### src/hw/ctrl_pkg.sv
package ctrl_pkg;

        localparam int STEP_W = 4;

        // Opcode and funct fields
        localparam logic [5:0] OP_TYPE_R = 6'h00;
        localparam logic [5:0] OP_J      = 6'h02;
        localparam logic [5:0] OP_BEQ    = 6'h04;
        localparam logic [5:0] OP_BNE    = 6'h05;
        localparam logic [5:0] OP_LW     = 6'h23;
        localparam logic [5:0] OP_SW     = 6'h2b;

        localparam logic [5:0] FUNCT_ADD = 6'h20;
        localparam logic [5:0] FUNCT_SUB = 6'h22;
        localparam logic [5:0] FUNCT_AND = 6'h24;

        typedef enum logic [5:0] {
                ST_FETCH,
                ST_DECODE,
                ST_ALU_EXEC,
                ST_BRANCH,
                ST_JUMP,
                ST_MEM_ADDR,
                ST_LOAD,
                ST_STORE,
                ST_EXCEPTION
        } state_e;

        typedef enum logic [3:0] {
                CLS_ADD,
                CLS_SUB,
                CLS_AND,
                CLS_BEQ,
                CLS_BNE,
                CLS_J,
                CLS_LW,
                CLS_SW,
                CLS_INVALID
        } instr_e;

        typedef enum logic [2:0] {
                ALU_ADD = 3'b001,
                ALU_SUB = 3'b010,
                ALU_AND = 3'b011,
                ALU_CMP = 3'b111        // Compare that drives eq
        } alu_op_e;

        typedef enum logic [1:0] {PC_SRC_ALU_OUT, PC_SRC_OFFSET, PC_SRC_LOAD, PC_SRC_EPC} pc_src_e;
        typedef enum logic [1:0] {A_SRC_PC, A_SRC_A, A_SRC_B} src_a_e;
        typedef enum logic [1:0] {B_SRC_B, B_SRC_FOUR, B_SRC_IMMEDIATE, B_SRC_BRANCH_ADDR} src_b_e;

        typedef enum logic [2:0] {BANK_RT = 3'b000, BANK_RD = 3'b001} bank_reg_e;
        typedef enum logic [2:0] {BANK_ALU = 3'b000, BANK_LOAD = 3'b001} bank_data_e;

        // The last two memory address sources are exception vectors
        typedef enum logic [2:0] {PC_ADDR, ALU_ADDR, VEC_OP_INEX, VEC_OVERFLOW} iord_e;

        typedef struct packed {
                logic zero;
                logic overflow;
                logic eq;
        } alu_flags_t;

        typedef struct packed {
                pc_src_e    pc_src;
                src_a_e     alu_src_a;
                src_b_e     alu_src_b;
                alu_op_e    alu_op;
                iord_e      iord;
                bank_reg_e  bank_reg;
                bank_data_e bank_data;
        } ctrl_sel_t;

        typedef struct packed {
                logic wr;               // Memory write
                logic ir_write;
                logic pc_write;
                logic bank_write;
                logic epc_write;
                logic a_write;
                logic b_write;
                logic alu_out_write;
                logic mem_reg_write;
        } ctrl_wen_t;

endpackage

### src/hw/instr_decoder.sv
`timescale 1ns/10ps

module instr_decoder (
        input  logic [5:0]        op,
        input  logic [5:0]        funct,
        output ctrl_pkg::instr_e  cls
);

        always_comb begin
                case (op)
                        ctrl_pkg::OP_TYPE_R: begin
                                // R-type goes by funct
                                case (funct)
                                        ctrl_pkg::FUNCT_ADD: cls = ctrl_pkg::CLS_ADD;
                                        ctrl_pkg::FUNCT_SUB: cls = ctrl_pkg::CLS_SUB;
                                        ctrl_pkg::FUNCT_AND: cls = ctrl_pkg::CLS_AND;
                                        default:             cls = ctrl_pkg::CLS_INVALID;
                                endcase
                        end
                        ctrl_pkg::OP_BEQ: cls = ctrl_pkg::CLS_BEQ;
                        ctrl_pkg::OP_BNE: cls = ctrl_pkg::CLS_BNE;
                        ctrl_pkg::OP_J:   cls = ctrl_pkg::CLS_J;
                        ctrl_pkg::OP_LW:  cls = ctrl_pkg::CLS_LW;
                        ctrl_pkg::OP_SW:  cls = ctrl_pkg::CLS_SW;
                        default:          cls = ctrl_pkg::CLS_INVALID;     // Unknown opcode
                endcase
        end

endmodule

### src/hw/step_sequencer.sv
`timescale 1ns/10ps

module step_sequencer #(
        parameter int FETCH_WAIT = 3
) (
        input  logic                        clk,
        input  logic                        reset,
        input  ctrl_pkg::instr_e            cls,
        input  ctrl_pkg::alu_flags_t        flags,
        output ctrl_pkg::state_e            state,
        output logic [ctrl_pkg::STEP_W-1:0] step,
        output logic                        last_step,
        output ctrl_pkg::iord_e             exc_cause
);

        typedef logic [ctrl_pkg::STEP_W-1:0] step_t;

        ctrl_pkg::state_e next_state;
        step_t            last_idx;

        // Index of the final step in each state
        always_comb begin
                case (state)
                        ctrl_pkg::ST_FETCH,
                        ctrl_pkg::ST_MEM_ADDR,
                        ctrl_pkg::ST_EXCEPTION: last_idx = step_t'(FETCH_WAIT);
                        ctrl_pkg::ST_DECODE,
                        ctrl_pkg::ST_ALU_EXEC,
                        ctrl_pkg::ST_BRANCH:    last_idx = step_t'(1);
                        default:                last_idx = '0;
                endcase
        end

        assign last_step = (step == last_idx);

        always_comb begin
                next_state = state;
                if (last_step) begin
                        case (state)
                                ctrl_pkg::ST_FETCH: next_state = ctrl_pkg::ST_DECODE;
                                ctrl_pkg::ST_DECODE: begin
                                        case (cls)
                                                ctrl_pkg::CLS_ADD,
                                                ctrl_pkg::CLS_SUB,
                                                ctrl_pkg::CLS_AND: next_state = ctrl_pkg::ST_ALU_EXEC;
                                                ctrl_pkg::CLS_BEQ,
                                                ctrl_pkg::CLS_BNE: next_state = ctrl_pkg::ST_BRANCH;
                                                ctrl_pkg::CLS_J:   next_state = ctrl_pkg::ST_JUMP;
                                                ctrl_pkg::CLS_LW,
                                                ctrl_pkg::CLS_SW:  next_state = ctrl_pkg::ST_MEM_ADDR;
                                                default:           next_state = ctrl_pkg::ST_EXCEPTION;
                                        endcase
                                end
                                ctrl_pkg::ST_ALU_EXEC: begin
                                        next_state = flags.overflow ? ctrl_pkg::ST_EXCEPTION
                                                                    : ctrl_pkg::ST_FETCH;
                                end
                                ctrl_pkg::ST_MEM_ADDR: begin
                                        next_state = (cls == ctrl_pkg::CLS_SW) ? ctrl_pkg::ST_STORE
                                                                               : ctrl_pkg::ST_LOAD;
                                end
                                default: next_state = ctrl_pkg::ST_FETCH;
                        endcase
                end
        end

        always_ff @(posedge clk) begin
                if (reset) begin
                        state     <= ctrl_pkg::ST_FETCH;
                        step      <= '0;
                        exc_cause <= ctrl_pkg::PC_ADDR;
                end else begin
                        state <= next_state;
                        step  <= last_step ? '0 : step + 1'b1;
                        // Only decode and ALU execution can raise an exception
                        if (next_state == ctrl_pkg::ST_EXCEPTION &&
                            state != ctrl_pkg::ST_EXCEPTION) begin
                                exc_cause <= (state == ctrl_pkg::ST_ALU_EXEC) ?
                                             ctrl_pkg::VEC_OVERFLOW : ctrl_pkg::VEC_OP_INEX;
                        end
                end
        end

        a_step_bound: assert property (@(posedge clk) disable iff (reset)
                step <= FETCH_WAIT)
                else $error("step counter past FETCH_WAIT");

endmodule

### src/hw/control_word_gen.sv
`timescale 1ns/10ps

module control_word_gen (
        input  ctrl_pkg::state_e            state,
        input  logic [ctrl_pkg::STEP_W-1:0] step,
        input  logic                        last_step,
        input  ctrl_pkg::iord_e             exc_cause,
        input  ctrl_pkg::instr_e            cls,
        input  ctrl_pkg::alu_flags_t        flags,
        output ctrl_pkg::ctrl_sel_t         sel,
        output ctrl_pkg::ctrl_wen_t         wen
);

        logic first_step;

        assign first_step = (step == '0);

        always_comb begin
                // Fetch values give PC + 4 on the PC address
                sel.pc_src    = ctrl_pkg::PC_SRC_ALU_OUT;
                sel.alu_src_a = ctrl_pkg::A_SRC_PC;
                sel.alu_src_b = ctrl_pkg::B_SRC_FOUR;
                sel.alu_op    = ctrl_pkg::ALU_ADD;
                sel.iord      = ctrl_pkg::PC_ADDR;
                sel.bank_reg  = ctrl_pkg::BANK_RT;
                sel.bank_data = ctrl_pkg::BANK_ALU;
                wen           = '0;

                case (state)
                        ctrl_pkg::ST_FETCH: begin
                                wen.alu_out_write = 1'b1;
                                wen.ir_write      = last_step;
                                wen.pc_write      = last_step;
                        end
                        ctrl_pkg::ST_DECODE: begin
                                if (first_step) begin
                                        // Branch target ahead of time
                                        sel.alu_src_b     = ctrl_pkg::B_SRC_BRANCH_ADDR;
                                        wen.a_write       = 1'b1;
                                        wen.b_write       = 1'b1;
                                        wen.alu_out_write = 1'b1;
                                end
                        end
                        ctrl_pkg::ST_ALU_EXEC: begin
                                sel.alu_src_a = ctrl_pkg::A_SRC_A;
                                sel.alu_src_b = ctrl_pkg::B_SRC_B;
                                case (cls)
                                        ctrl_pkg::CLS_SUB: sel.alu_op = ctrl_pkg::ALU_SUB;
                                        ctrl_pkg::CLS_AND: sel.alu_op = ctrl_pkg::ALU_AND;
                                        default:           sel.alu_op = ctrl_pkg::ALU_ADD;
                                endcase
                                sel.bank_reg      = ctrl_pkg::BANK_RD;
                                wen.alu_out_write = first_step;
                                wen.bank_write    = last_step && !flags.overflow;
                        end
                        ctrl_pkg::ST_BRANCH: begin
                                sel.alu_src_a = ctrl_pkg::A_SRC_A;
                                sel.alu_src_b = ctrl_pkg::B_SRC_B;
                                sel.alu_op    = ctrl_pkg::ALU_CMP;
                                if (last_step) begin
                                        // ALU_OUT still holds the target from decode
                                        wen.pc_write = (cls == ctrl_pkg::CLS_BEQ) ? flags.eq
                                                                                  : !flags.eq;
                                end
                        end
                        ctrl_pkg::ST_JUMP: begin
                                sel.pc_src   = ctrl_pkg::PC_SRC_OFFSET;
                                wen.pc_write = 1'b1;
                        end
                        ctrl_pkg::ST_MEM_ADDR: begin
                                sel.alu_src_a     = ctrl_pkg::A_SRC_A;
                                sel.alu_src_b     = ctrl_pkg::B_SRC_IMMEDIATE;
                                sel.iord          = ctrl_pkg::ALU_ADDR;
                                wen.alu_out_write = first_step;
                                wen.mem_reg_write = last_step;
                        end
                        ctrl_pkg::ST_LOAD: begin
                                sel.bank_data  = ctrl_pkg::BANK_LOAD;
                                wen.bank_write = 1'b1;
                        end
                        ctrl_pkg::ST_STORE: begin
                                sel.iord = ctrl_pkg::ALU_ADDR;
                                wen.wr   = 1'b1;
                        end
                        ctrl_pkg::ST_EXCEPTION: begin
                                sel.alu_op        = ctrl_pkg::ALU_SUB;        // EPC = PC - 4
                                sel.iord          = exc_cause;
                                sel.pc_src        = ctrl_pkg::PC_SRC_LOAD;
                                wen.epc_write     = !last_step;
                                wen.mem_reg_write = !last_step;
                                wen.pc_write      = last_step;     // Jump to the vector
                        end
                        default: ;
                endcase

                a_wr_vs_bank: assert (!(wen.wr && wen.bank_write))
                        else $error("memory write and bank write in the same cycle");
        end

endmodule

### src/hw/control_unit.sv
`timescale 1ns/10ps

module control_unit #(
        parameter int FETCH_WAIT = 3
) (
        input  logic                 clk,
        input  logic                 reset,
        input  logic [5:0]           op,
        input  logic [5:0]           funct,
        input  ctrl_pkg::alu_flags_t flags,
        output ctrl_pkg::ctrl_sel_t  sel,
        output ctrl_pkg::ctrl_wen_t  wen
);

        ctrl_pkg::instr_e            cls;
        ctrl_pkg::state_e            state;
        logic [ctrl_pkg::STEP_W-1:0] step;
        logic                        last_step;
        ctrl_pkg::iord_e             exc_cause;

        instr_decoder i_instr_decoder (
                .op    (op),
                .funct (funct),
                .cls   (cls)
        );

        step_sequencer #(
                .FETCH_WAIT (FETCH_WAIT)
        ) i_step_sequencer (
                .clk       (clk),
                .reset     (reset),
                .cls       (cls),
                .flags     (flags),
                .state     (state),
                .step      (step),
                .last_step (last_step),
                .exc_cause (exc_cause)
        );

        control_word_gen i_control_word_gen (
                .state     (state),
                .step      (step),
                .last_step (last_step),
                .exc_cause (exc_cause),
                .cls       (cls),
                .flags     (flags),
                .sel       (sel),
                .wen       (wen)
        );

endmodule

### config.mk
export PLATFORM = sky130hd
export DESIGN_NAME = control_unit
export DESIGN_NICKNAME = d
export VERILOG_FILES = /design/src/hw/ctrl_pkg.sv /design/src/hw/instr_decoder.sv /design/src/hw/step_sequencer.sv /design/src/hw/control_word_gen.sv /design/src/hw/control_unit.sv
export SDC_FILE = /design/constraint.sdc
export NUM_CORES = 1
export LEC_CHECK = 0
export BUFFER_PORTS_ARGS = -buffer_cell sky130_fd_sc_hd__buf_2
export CAP_MARGIN = 20
export CORE_MARGIN = 3
export CORE_UTILIZATION = 48
export CTS_CLUSTER_DIAMETER = 60
export DETAILED_ROUTE_END_ITERATION = 10
export HOLD_SLACK_MARGIN = 0.03
export PLACE_DENSITY = 0.8
export SLEW_MARGIN = 20
export SYNTH_ARGS = -nofsm -noshare
export SYNTH_HDL_FRONTEND = slang
export SYNTH_SLANG_ARGS = --single-unit
### constraint.sdc
create_clock -name clk -period 2.45 [get_ports clk]
set_input_delay 0 -clock clk [delete_from_list [all_inputs] [get_ports clk]]
set_output_delay 0 -clock clk [all_outputs]
set_load 0.02 [all_outputs]
# [After elaboration in Yosys (flattened, before gate mapping)]
# Memories as Yosys holds them, arrays and structs flattened.
# Index checks and enable logic that the tools add are counted.
[op_classes] n_reduce_logical=16 shift=0 addsub=1 bitwise_logic=0 n_eq_ne=23 n_mux=29 multipliers=0 n_lt_le_gt_ge=0 div=0
[op_table] cell="6-bit by 3-bit equality test with 1-bit output (second input constant)" count=6
[op_table] cell="6-bit equality test (second input constant)" count=5
[op_table] cell="4-bit one-hot mux with 6 select lines" count=1
[op_table] cell="6-bit one-hot mux with 4 select lines" count=1
[op_table] cell="6-bit by 2-bit equality test with 1-bit output (second input constant)" count=3
[op_table] cell="6-bit by 4-bit equality test with 1-bit output (second input constant)" count=2
[op_table] cell="6-bit logical NOT" count=2
[op_table] cell="6-bit two-way mux" count=2
[op_table] cell="2-bit one-hot mux with 2 select lines" count=3
[op_table] cell="4-bit one-hot mux with 3 select lines" count=1
[op_table] cell="1-bit two-way mux" count=10
[op_table] cell="2-bit OR reduction" count=5
[op_table] cell="3-bit one-hot mux with 3 select lines" count=1
[op_table] cell="3-bit OR reduction" count=3
[op_table] cell="4-bit by 2-bit equality test with 1-bit output (second input constant)" count=2
[op_table] cell="6-bit by 1-bit equality test with 1-bit output (second input constant)" count=1
[op_table] cell="6-bit by 4-bit inequality test with 1-bit output (second input constant)" count=1
[op_table] cell="1-bit one-hot mux with 3 select lines" count=2
[op_table] cell="2-bit one-hot mux with 3 select lines" count=1
[op_table] cell="3-bit one-hot mux with 2 select lines" count=1
[op_table] cell="4-bit by 1-bit adder with 4-bit output (second input constant)" count=1
[op_table] cell="4-bit by 1-bit equality test with 1-bit output (second input constant)" count=1
[op_table] cell="4-bit by 2-bit equality test with 1-bit output" count=1
[op_table] cell="4-bit by 3-bit equality test with 1-bit output (second input constant)" count=1
[op_table] cell="other kinds (7)" count=12
[word_totals] ram_bits=0 n_memories=1 latchBits=0 out_inout_bits=27 rom_bits=24 reg_bits=13 in_bits=17
[memory_table] name="(no name shown)" depth=8 width=3 rd=1 rd_ports_with_merged_regs=0 wr=0 line="step_sequencer.sv:42" source="case (cls)"

# [Logic depth before layout (Yosys ltp)]
# Gate-level depths: netlist of run 1.
[depth] ltp_word=9 depth_mapped=7 ltp_nobuf=6

# [Hierarchy]
# A second synthesis of run 1 with hierarchy kept.
[unflattened] hier_cells=158 hier_area_um2=1257.5
[modules_own_cells] mod="step_sequencer" n_inst=1 cells_each=70 area_each_um2=674.4
[modules_own_cells] mod="control_word_gen" n_inst=1 cells_each=63 area_each_um2=394.1
[modules_own_cells] mod="instr_decoder" n_inst=1 cells_each=25 area_each_um2=188.9

# [Worst setup path after synthesis of run 1]
# No wires, ideal clock.
[synth_path] path_type="register to output" from="reg i_step_sequencer.state[3]" to="out wen[6] in the netlist's numbering" path_stages_with_launch=7 path_buffers=1 path_slack_ns=0.302 t_arrival_ns=2.148 cell_sequence="dfxtp_1 -> clkbuf_1 -> and3b_1 -> o21ai_1 -> xnor2_1 -> o211ai_1 -> o41ai_1"
[synth_lines] element="start, declared" line="step_sequencer.sv:10" source="output ctrl_pkg::state_e state,"
[synth_lines] element="start signal, assigned" line="step_sequencer.sv:69" source="state <= ctrl_pkg::ST_FETCH;"
[synth_lines] element="start signal, assigned" line="step_sequencer.sv:73" source="state <= next_state;"
[synth_lines] element="end, declared" line="control_unit.sv:12" source="output ctrl_pkg::ctrl_wen_t wen"

==> flow_metrics.env, run 1 <==
export IMPL_power_density_nw_per_um2=771
export IMPL_grt_max_degree=14
export IMPL_synth_edf_count=0
export IMPL_min_period_ns=2.26
export IMPL_overflow=0
export IMPL_drc=0
export IMPL_synth_compound_area_share_pct=23.7
export IMPL_p_leak_nw=0.626
export IMPL_regToRegEndpoint="i_step_sequencer.exc_cause[0]"
export IMPL_critPathMaxFanout=13
export IMPL_synth_ff_type="dfxtp_1"
export IMPL_yosys_area_share_xor_xnor_pct=3.91
export IMPL_fin_skew_ns=0.00173
export IMPL_insertion_delay_ns=0.28
export IMPL_synth_cells=167
export IMPL_cts_htree_levels=1
export IMPL_tritoncts="done"
export IMPL_cp_required_ns=2.45
export IMPL_portBuffers=36
export IMPL_numCtsBuffers=3
export IMPL_critPathKind="flop to output port"
export IMPL_cts_sinks=12
export IMPL_fp_row_count=16
export IMPL_synth_mux_area_fraction_pct=1.01
export IMPL_layout_commonest_cell="buf_2"
export IMPL_rsz0062_at_grt="false"
export IMPL_worstPathArrival_ns=2.26
export IMPL_finalWirelength_um=2850
export IMPL_hold_slack_ns=0.205
export IMPL_synthArstFlopShare_pct=0
export IMPL_clkTransAtPathRegs_ns=0.08
export IMPL_avgSynthCellArea_um2=6.70
export IMPL_tns_ns=0
export IMPL_worstReg2RegStart="i_step_sequencer.state[2]"
export IMPL_worstSetupEndpointType="output port"
export IMPL_drive_gt1_share_pct=23.5
export IMPL_cts_root_buf="clkbuf_4"
export IMPL_start_util_pct=53.7
export IMPL_gp_congestion=0.819
export IMPL_routedWlPerCell_um=12.6
export IMPL_drt_iter0_markers=48
export IMPL_hold_class="input port to flop"
export IMPL_hpwl_um=2110
export IMPL_clock_path_buffers=2
export IMPL_synthAdderAreaFrac_pct=2.24
export IMPL_coreArea_um2=2080
export IMPL_grt_pass1_vias=1020
export IMPL_io_pins=44
export IMPL_fin_nets=220
export IMPL_worst_hold_path_endpoint="i_step_sequencer.state[2]"
export IMPL_yosysSeqAreaShare_pct=21.5
export IMPL_ys_warnings_count=0
export IMPL_synth_area_um2=1120
export IMPL_hold_viol=0
export IMPL_hold_path_startpoint="op[4]"
export IMPL_vias=1265
export IMPL_synth_top_family_by_area="simple AND/OR/NAND/NOR gates"
export IMPL_antenna_found_initial=0
export IMPL_syn_to_final_growth_pct=19.5
export IMPL_maxSlewViolCount=0
export IMPL_grt_first_pass_wirelength_um=4350
export IMPL_yosys_register_bits=12
export IMPL_dieArea_um2=2950
export IMPL_irDropWorstVdd_mv=0.543
export IMPL_cp_start_kind="flop"
export IMPL_synth_simple_area_share_pct=35.5
export IMPL_netlist_cell_type_count=48
export IMPL_diodes=0
export IMPL_drv_cap=0
export IMPL_hold_depth=5
export IMPL_finalSetupViolCount=0
export IMPL_drtAntennaViolNets=0
export IMPL_die_w_um=54.3
export IMPL_max_freq_mhz=442
export IMPL_post_route_period_util_pct=92.3
export IMPL_status="finished, final reports clean"
export IMPL_dr_pass1_iters=4
export IMPL_rrSetupSlack_ns=0.54
export IMPL_die_y_um=54.3
export IMPL_grt_use_total_pct=19.9
export IMPL_final_cell_mix="buf_2 (36), nor2_1 (27), nand2_1 (20)"
export IMPL_via_per_inst=5.57
export IMPL_worst_r2r_cell_count=6
[synth_stat cells (2+ instances only)]
library cell / instances / area (um2)
a22o_1: 2 / 17.5
a31oi_1: 6 / 37.5
xnor2_1: 3 / 26.3
o21ai_1: 2 / 10.0
buf_4: 7 / 52.6
inv_1: 13 / 48.8
nor4b_1: 2 / 17.5
or3_1: 2 / 12.5
xor2_1: 2 / 17.5
clkbuf_1: 7 / 26.3
o211ai_1: 2 / 15.0
and2_1: 2 / 12.5
nor2b_1: 4 / 25.0
ha_1: 2 / 25.0
a21oi_1: 4 / 20.0
o21ai_0: 7 / 35.0
and3_1: 2 / 12.5
nand4_1: 2 / 12.5
nand2_1: 20 / 75.1
nor3_1: 5 / 25.0
nand3_1: 4 / 20.0
dfxtp_1: 12 / 240
nand2b_1: 4 / 25.0
nor2_1: 27 / 101
[cell type report]
class,instances,area [um2]
fillers,201,746
inverters,13,48.8
flip-flops and latches,12,240
multi-input cells,132,772
well taps,27,33.8
clock buffers,4,36.3
repair buffers,39,205
[where the power goes]
part	internal (mW)	switching, mW	total (mW)
clock	0.0906	0.0727	0.163
combinational	0.224	0.364	0.587
sequential	0.228	0.0523	0.280
total	0.542	0.489	1.03
[routing by layer]
layer / routed length [um] / up-vias / part of all wire (%) / track usage (%)
met2: 1340 / 54 / 47 / 33.1
met5: 0 / - / 0 / 0
met3: 232 / 4 / 8.1 / 5.45
met4: 31 / 0 / 1.1 / 5.81
li1: - / 634 / - / -
met1: 1250 / 573 / 44 / 24.8
[critical path: stages, from the launching register on]
cell and delay (ns):
dfxtp_1 0.61, and3b_1 0.23, o21ai_1 0.08, xnor2_1 0.22, o211ai_1 0.14, buf_4 0.20, o41ai_2 0.28, buf_2 0.21
[timing repair]
| action | 4_1_cts | 5_1_grt |
|---|---|---|
| endpoints found under the hold margin | 6 | 0 |
| setup endpoints to repair | 0 | 2 |
| setup buffers | 0 | 1 |
| hold buffers | 1 | 0 |
| resized for setup | 0 | 1 |
[state kept, by name, indices dropped and copies added (netlist names)]
register	flops
i_step_sequencer.state	6
i_step_sequencer.step	4
i_step_sequencer.exc_cause	2
[logic make-up after synthesis]
family | Yosys count
xor gates and xnor gates | 5
DFF | 12
AOI/OAI and AO/OA | 37
muxes | 1
adders and majority gates | 2
and+or+nand+nor | 81
other | 1
buffers and inverters | 28
[worst max-delay path by stage]
stage / start / to / cells after the start / slack (ns)
3_5_place_dp: i_step_sequencer.state[2] / i_step_sequencer.state[4] / 6 / 0.34
4_1_cts: i_step_sequencer.state[2] / wen[6] / 6 / 0.07
3_3_place_gp: i_step_sequencer.state[2] / i_step_sequencer.step[2] / 6 / 0.40
5_1_grt: i_step_sequencer.state[2] / wen[6] / 7 / 0.06
2_1_floorplan: i_step_sequencer.state[3] / wen[6] / 6 / 0.30
6_report: i_step_sequencer.state[2] / wen[6] / 7 / 0.19
[through the flow]
step / total power, mW / std cells / instance area, um2 / util (%) / setup WS, ns
2_1_floorplan: 0.706 / 172 / 1140 / - / 0.302
3_3_place_gp: 0.829 / 221 / 1270 / 61.2 / 0.395
3_5_place_dp: 0.843 / 221 / 1270 / 61.2 / 0.343
4_1_cts: 1.01 / 226 / 1320 / 63.5 / 0.0715
5_1_grt: 1.11 / 227 / 1340 / 64.2 / 0.0581
6_report: 1.03 / 227 / 1340 / 64.2 / 0.190
Note: power is estimated with default switching activity, not from simulation.
==> run 2: changes to the inputs <==
--- a/config.mk
+++ b/config.mk
@@ -8,12 +8,13 @@
 export BUFFER_PORTS_ARGS = -buffer_cell sky130_fd_sc_hd__buf_2
 export CAP_MARGIN = 20
 export CORE_MARGIN = 3
-export CORE_UTILIZATION = 48
+export CORE_UTILIZATION = 50
 export CTS_CLUSTER_DIAMETER = 60
 export DETAILED_ROUTE_END_ITERATION = 10
 export HOLD_SLACK_MARGIN = 0.03
-export PLACE_DENSITY = 0.8
+export PLACE_DENSITY = 0.81
 export SLEW_MARGIN = 20
 export SYNTH_ARGS = -nofsm -noshare
 export SYNTH_HDL_FRONTEND = slang
+export SYNTH_HIERARCHICAL = 1
 export SYNTH_SLANG_ARGS = --single-unit
==> constraint.sdc (replaced) <==
create_clock -name clk -period 2.1 [get_ports clk]
set_input_delay 0 -clock clk [delete_from_list [all_inputs] [get_ports clk]]
set_output_delay 0 -clock clk [all_outputs]
set_load 0.02 [all_outputs]
==> run 2 against run 1 <==
Against the previous run: the flow now finishes with violations (negative setup slack); largest power group unchanged; final area increased by 18%; non-clock buffer count increased by 13; synthesized cell count decreased by 5.4%; global-route usage increased by 0.84 points; power increased by 96%; cell count increased by 2.2%.
==> flow_metrics.env, run 2 <==
export IMPL_status="finished, violations left"
export IMPL_violations="negative setup slack"
export IMPL_avgSynthCellArea_um2=7.96
export IMPL_dr_pass1_iters=4
export IMPL_worstPathArrival_ns=2.12
export IMPL_route_met3_wl_um=155
export IMPL_insertion_delay_ns=0.26
export IMPL_pre_cts_slack_ns=0.0212
export IMPL_finalSetupViolCount=2
export IMPL_drc=0
export IMPL_power_density_nw_per_um2=1280
export IMPL_cts_root_buf="clkbuf_4"
export IMPL_drive_gt1_share_pct=36.8
export IMPL_cts_sinks=12
export IMPL_clkPwrFrac_pct=8.8
export IMPL_cts_htree_levels=1
export IMPL_clkTransAtPathRegs_ns=0.07
export IMPL_synth_mux_area_fraction_pct=4.08
export IMPL_placed_cells=223
export IMPL_irDropWorstVdd_mv=0.918
export IMPL_placed_cell_area_um2=1460
export IMPL_synthTopCellsByArea="dfxtp_1 (19%), nor2_1 (5.7%), buf_4 (4.8%)"
export IMPL_cp_startpoint="i_step_sequencer/state[0]"
export IMPL_numCtsBuffers=3
export IMPL_n_fill_cell=201
export IMPL_highest_layer="met4"
export IMPL_synthArstFlopShare_pct=0
export IMPL_finalWirelength_um=3180
export IMPL_synthAdderAreaFrac_pct=0.995
export IMPL_tns_ns=-0.0274
export IMPL_final_cells=232
export IMPL_worst_pin_slew_ns=0.642
export IMPL_syn_to_final_growth_pct=25.4
export IMPL_yosysTopAreaCell="dfxtp_1"
export IMPL_grt_first_pass_wirelength_um=5400
export IMPL_synthTopCellsByCount="nor2_1 (19), dfxtp_1 (12), inv_1 (11), nand2_1 (9), buf_4 (8)"
export IMPL_die_y_um=56.2
export IMPL_relSlewSlack_pct=56.8
export IMPL_largest_reg_flops=6
export IMPL_rrSetupSlack_ns=-0.01
export IMPL_portBuffers=36
export IMPL_synth_top_area_share_pct=19.1
export IMPL_critPathKind="flop to output port"
export IMPL_antenna_found_initial=0
export IMPL_worstReg2RegStart="i_step_sequencer/state[0]"
export IMPL_intPower_mw=1.05
export IMPL_netlist_cell_type_count=57
export IMPL_hpwl_um=2310
export IMPL_vias=1295
export IMPL_critPathMaxFanout=7
export IMPL_regToRegEndpoint="i_step_sequencer/exc_cause[0]"
export IMPL_grt_use_total_pct=20.7
export IMPL_synth_top_family_by_area="simple AND/OR/NAND/NOR gates"
export IMPL_cp_required_ns=2.10
export IMPL_coreArea_um2=2300
export IMPL_synth_area_um2=1260
export IMPL_hold_slack_ns=0.222
export IMPL_synth_most_common_cell="nor2_1"
export IMPL_met2WireLength_um=1590
export IMPL_worstSetupEndpointType="output port"
export IMPL_p_comb_share_pct=74.7
export IMPL_worst_r2r_cell_count=6
export IMPL_layout_commonest_cell="buf_2"
export IMPL_yosys_area_share_xor_xnor_pct=3.48
export IMPL_grt_max_degree=19
export IMPL_rsz0062_at_grt="true"
export IMPL_die_w_um=56.2
export IMPL_start_util_pct=54.7
export IMPL_synth_edf_count=0
export IMPL_diodes=0
export IMPL_via_per_inst=5.58
export IMPL_yosys_register_bits=12
export IMPL_hold_viol=0
export IMPL_io_pins=44
export IMPL_largest_register="i_step_sequencer/state"
export IMPL_drt_iter0_markers=74
export IMPL_p_sw_share_pct=48.1
export IMPL_crit_path_top_delay_cell="or4_4"
export IMPL_min_period_ns=2.12
export IMPL_path_cells="mux2_4, or4_4, o2111ai_4, inv_4, a32oi_2, o31ai_2, buf_4"
export IMPL_ys_warnings_count=6
export IMPL_overflow=0
export IMPL_largestRegisters="i_step_sequencer/state x6, i_step_sequencer/step x4, i_step_sequencer/exc_cause x2"
export IMPL_synth_cells=158
export IMPL_fin_nets=223
export IMPL_final_cell_mix="buf_2 (33), nor2_1 (18), buf_4 (16)"
export IMPL_synth_simple_area_share_pct=34.7
export IMPL_grt_pass1_vias=1235
export IMPL_yosysSeqAreaShare_pct=19.1
export IMPL_final_area_um2=1580
export IMPL_routedWlPerCell_um=13.7
export IMPL_seqPwrFrac_pct=16.6
export IMPL_drv_cap=0
export IMPL_cp_start_kind="flop"
export IMPL_fin_skew_ns=0.000398
export IMPL_synth_compound_area_share_pct=24.1
export IMPL_tritoncts="done"
export IMPL_gp_congestion=0.905
export IMPL_fp_row_count=17
export IMPL_wl_met1_um=1430
export IMPL_post_route_period_util_pct=101
export IMPL_synth_ff_type="dfxtp_1"
export IMPL_maxSlewViolCount=0
export IMPL_setup_slack_ns=-0.0167
export IMPL_crit_end="wen[6]"
export IMPL_p_leak_nw=0.717
export IMPL_dieArea_um2=3150
export IMPL_hold_class="input port to flop"
export IMPL_switching_power_mw=0.973
export IMPL_max_stage_delay_ns=0.50
export IMPL_max_freq_mhz=472
export IMPL_drtAntennaViolNets=0
export IMPL_clock_path_buffers=2
-- run 2: worst max-delay path, delay by kind of cell (launching register included) --
kind                   cells  cell delay [ns]
AO/OA/AOI/OAI              3             0.43
buffers and inverters      2             0.24
flip-flops                 1             0.35
multiplexers               1             0.32
AND/OR/NAND/NOR            1             0.50
-- run 2: repair_timing --
item,4_1_cts,5_1_grt
pin swaps,1,3
endpoints found under the hold margin,5,0
buffers inserted,3,1
resized for setup,10,6
hold buffers,1,0
endpoints found under the setup margin,5,8
-- run 2: layout make-up --
cell class | count | area (um2) | area share (%)
Multi-Input combinational cell | 125 | 902 | 57.2
Inverter | 11 | 43.8 | 2.78
Timing Repair Buffer | 52 | 318 | 20.2
Clock buffer | 4 | 36.3 | 2.30
Sequential cell | 12 | 241 | 15.3
Tap cell | 28 | 35.0 | 2.22
-- run 2: worst min-delay path by stage --
stage | from | to | slack (ns) | depth (start not counted)
floorplan | reset | i_step_sequencer/exc_cause[1] | 0.07 | 1
global placement | reset | i_step_sequencer/exc_cause[1] | 0.26 | 2
detailed placement | reset | i_step_sequencer/exc_cause[1] | 0.27 | 2
CTS | flags[1] | i_step_sequencer/exc_cause[0] | 0.20 | 4
global route | flags[1] | i_step_sequencer/exc_cause[0] | 0.22 | 4
finish | flags[1] | i_step_sequencer/exc_cause[0] | 0.22 | 4
-- run 2: power groups by stage --
stage	clock, mW	sequential [mW]	combinational [mW]
6_report	0.177	0.335	1.51
5_1_grt	0.197	0.343	1.63
4_1_cts	0.183	0.333	1.45
3_5_place_dp	0	0.333	1.31
3_3_place_gp	0	0.326	1.29
2_1_floorplan	0	0.345	1.01
-- run 2: kinds of logic after synthesis --
family,after synthesis
AO/OA/AOI/OAI,35
XOR/XNOR,5
adder cells (fa/ha/maj),1
buffers and inverters,25
flip-flops,12
multiplexers,5
other,2
AND/OR/NAND/NOR,73
-- run 2: metrics by stage --
step                util, %  total power [mW]
floorplan                 -              1.36
global placement       63.3              1.62
detailed placement     63.3              1.65
CTS                    67.5              1.96
global route           68.6              2.17
finish                 68.6              2.02
-- run 2: layer usage --
layer	global-route usage [%]	vias to the layer above
met5	0	-
met3	1.86	2
met4	8.81	0
met2	35.1	47
li1	-	661
met1	26.5	585
==> run 3: changes to the inputs <==
--- a/config.mk
+++ b/config.mk
@@ -13,6 +13,7 @@
 export DETAILED_ROUTE_END_ITERATION = 10
 export HOLD_SLACK_MARGIN = 0.03
 export PLACE_DENSITY = 0.81
+export REMOVE_ABC_BUFFERS = 1
 export SLEW_MARGIN = 20
 export SYNTH_ARGS = -nofsm -noshare
 export SYNTH_HDL_FRONTEND = slang
==> run 3 against run 2 <==
Against the previous run: the flow still finishes with violations (negative setup slack); sequential power grew 5%; clock skew up 0.00086 ns; via count grew 4.2%; core utilization up 1.6 points; largest cell class unchanged.
==> flow_metrics.env, run 3 (synthesized netlist as in run 2, its figures left out) <==
export IMPL_final_cells=231
export IMPL_syn_to_final_growth_pct=28.4
export IMPL_rrSetupSlack_ns=0
export IMPL_multi_input_area_um2=937
export IMPL_relSlewSlack_pct=61.0
export IMPL_worstReg2RegStart="i_step_sequencer/state[0]"
export IMPL_overflow=0
export IMPL_layout_commonest_cell="buf_2"
export IMPL_irDropWorstVdd_mv=0.978
export IMPL_worst_pin_slew_ns=0.580
export IMPL_cp_startpoint="i_step_sequencer/state[0]"
export IMPL_placed_cells=224
export IMPL_n_fill_cell=167
export IMPL_largestRegisters="i_step_sequencer/state x6, i_step_sequencer/step x4, i_step_sequencer/exc_cause x2"
export IMPL_start_util_pct=54.7
export IMPL_diodes=0
export IMPL_critPathMaxFanout=4
export IMPL_maxSlewViolCount=0
export IMPL_finalWirelength_um=3440
export IMPL_cts_sinks=12
export IMPL_violations="negative setup slack"
export IMPL_power_density_nw_per_um2=1280
export IMPL_clock_path_buffers=2
export IMPL_numCtsBuffers=3
export IMPL_fin_nets=223
export IMPL_post_route_period_util_pct=101
export IMPL_placed_cell_area_um2=1470
export IMPL_finalSetupViolCount=3
export IMPL_final_area_um2=1610
export IMPL_rsz0062_at_grt="true"
export IMPL_regToRegEndpoint="i_step_sequencer/exc_cause[0]"
export IMPL_drt_iter0_markers=80
export IMPL_insertion_delay_ns=0.26
export IMPL_largest_register="i_step_sequencer/state"
export IMPL_clkTransAtPathRegs_ns=0.07
export IMPL_setup_slack_ns=-0.0126
export IMPL_critPathKind="flop to output port"
export IMPL_route_met3_wl_um=250
export IMPL_hpwl_um=2400
export IMPL_cts_htree_levels=1
export IMPL_met2WireLength_um=1680
export IMPL_routedWlPerCell_um=14.9
export IMPL_worstPathArrival_ns=2.11
export IMPL_drv_cap=0
export IMPL_drive_gt1_share_pct=39.9
export IMPL_portBuffers=36
export IMPL_gp_congestion=0.894
export IMPL_drc=0
export IMPL_grt_pass1_vias=1249
export IMPL_antenna_found_initial=0
export IMPL_dieArea_um2=3150
export IMPL_grt_use_total_pct=20.3
export IMPL_die_w_um=56.2
export IMPL_p_leak_nw=0.724
export IMPL_cp_start_kind="flop"
export IMPL_coreArea_um2=2300
export IMPL_fin_skew_ns=0.00126
export IMPL_crit_end="wen[6]"
export IMPL_hold_class="input port to flop"
export IMPL_seq_area_um2=244
export IMPL_io_pins=44
export IMPL_cts_root_buf="clkbuf_4"
export IMPL_die_y_um=56.2
export IMPL_status="finished, violations left"
export IMPL_drtAntennaViolNets=0
export IMPL_worstSetupEndpointType="output port"
export IMPL_highest_layer="met4"
export IMPL_tritoncts="done"
export IMPL_vias=1349
export IMPL_hold_depth=4
export IMPL_via_per_inst=5.84
export IMPL_min_period_ns=2.11
export IMPL_worst_r2r_cell_count=6
export IMPL_dr_pass1_iters=4
export IMPL_max_freq_mhz=473
export IMPL_hold_viol=0
export IMPL_wl_met1_um=1480
export IMPL_final_cell_mix="buf_2 (33), nor2_1 (18), buf_4 (14)"
export IMPL_grt_first_pass_wirelength_um=5380
export IMPL_fp_row_count=17
export IMPL_grt_max_degree=19
export IMPL_cp_required_ns=2.10
export IMPL_largest_reg_flops=6
[run 3: what timing repair did]
action | in CTS | in global routing
endpoints found under the setup margin | 5 | 8
resized for setup | 13 | 13
buffers inserted | 2 | 1
pin swaps | 3 | 2
endpoints found under the hold margin | 5 | 0
hold buffers | 1 | 0
[run 3: critical path, stage by stage, from the launching register on]
cell	delay (ns)
dfxtp_2	0.36
mux2_4	0.32
or4_4	0.50
o2111ai_4	0.11
inv_2	0.10
a32oi_2	0.21
o31ai_2	0.09
buf_2	0.17
[run 3: worst min-delay path by stage]
stage	startpoint	to	slack, ns
2_1_floorplan	reset	i_step_sequencer/exc_cause[1]	0.07
3_3_place_gp	reset	i_step_sequencer/exc_cause[1]	0.25
3_5_place_dp	reset	i_step_sequencer/state[3]	0.27
4_1_cts	flags[1]	i_step_sequencer/exc_cause[0]	0.21
5_1_grt	flags[1]	i_step_sequencer/exc_cause[0]	0.28
6_report	flags[1]	i_step_sequencer/exc_cause[0]	0.26
[run 3: stage by stage]
step	util (%)	TNS (ns)	setup slack (ns)	hold WS (ns)	total power, mW
6_report	70.3	-0.0232	-0.0126	0.256	2.06
2_1_floorplan	-	-0.777	-0.243	0.0691	1.25
3_5_place_dp	63.9	0	0.0674	0.266	1.69
5_1_grt	70.3	-0.302	-0.0846	0.281	2.20
3_3_place_gp	63.9	0	0.103	0.255	1.65
4_1_cts	67.8	-0.0444	-0.0316	0.208	1.95
[run 3: power by group]
part | switching [mW] | total, mW | leakage, nW | internal [mW]
Sequential | 0.0627 | 0.352 | 0.0989 | 0.289
Combinational | 0.884 | 1.58 | 0.612 | 0.691
Clock | 0.0656 | 0.132 | 0.0138 | 0.0662
Total | 1.01 | 2.06 | 0.724 | 1.05
[run 3: layer usage]
layer	up-vias	track usage [%]
met5	-	0
met4	0	4.41
met3	4	3.48
li1	657	-
met2	58	34.7
met1	630	26.6
[run 3: final cells by class]
cell class              count  area share, %
multi-input cells         125           58.1
repair buffers             52           20.7
flip-flops and latches     12           15.1
inverters                  11           2.56
well taps                  28           2.17
clock buffers               3           1.40
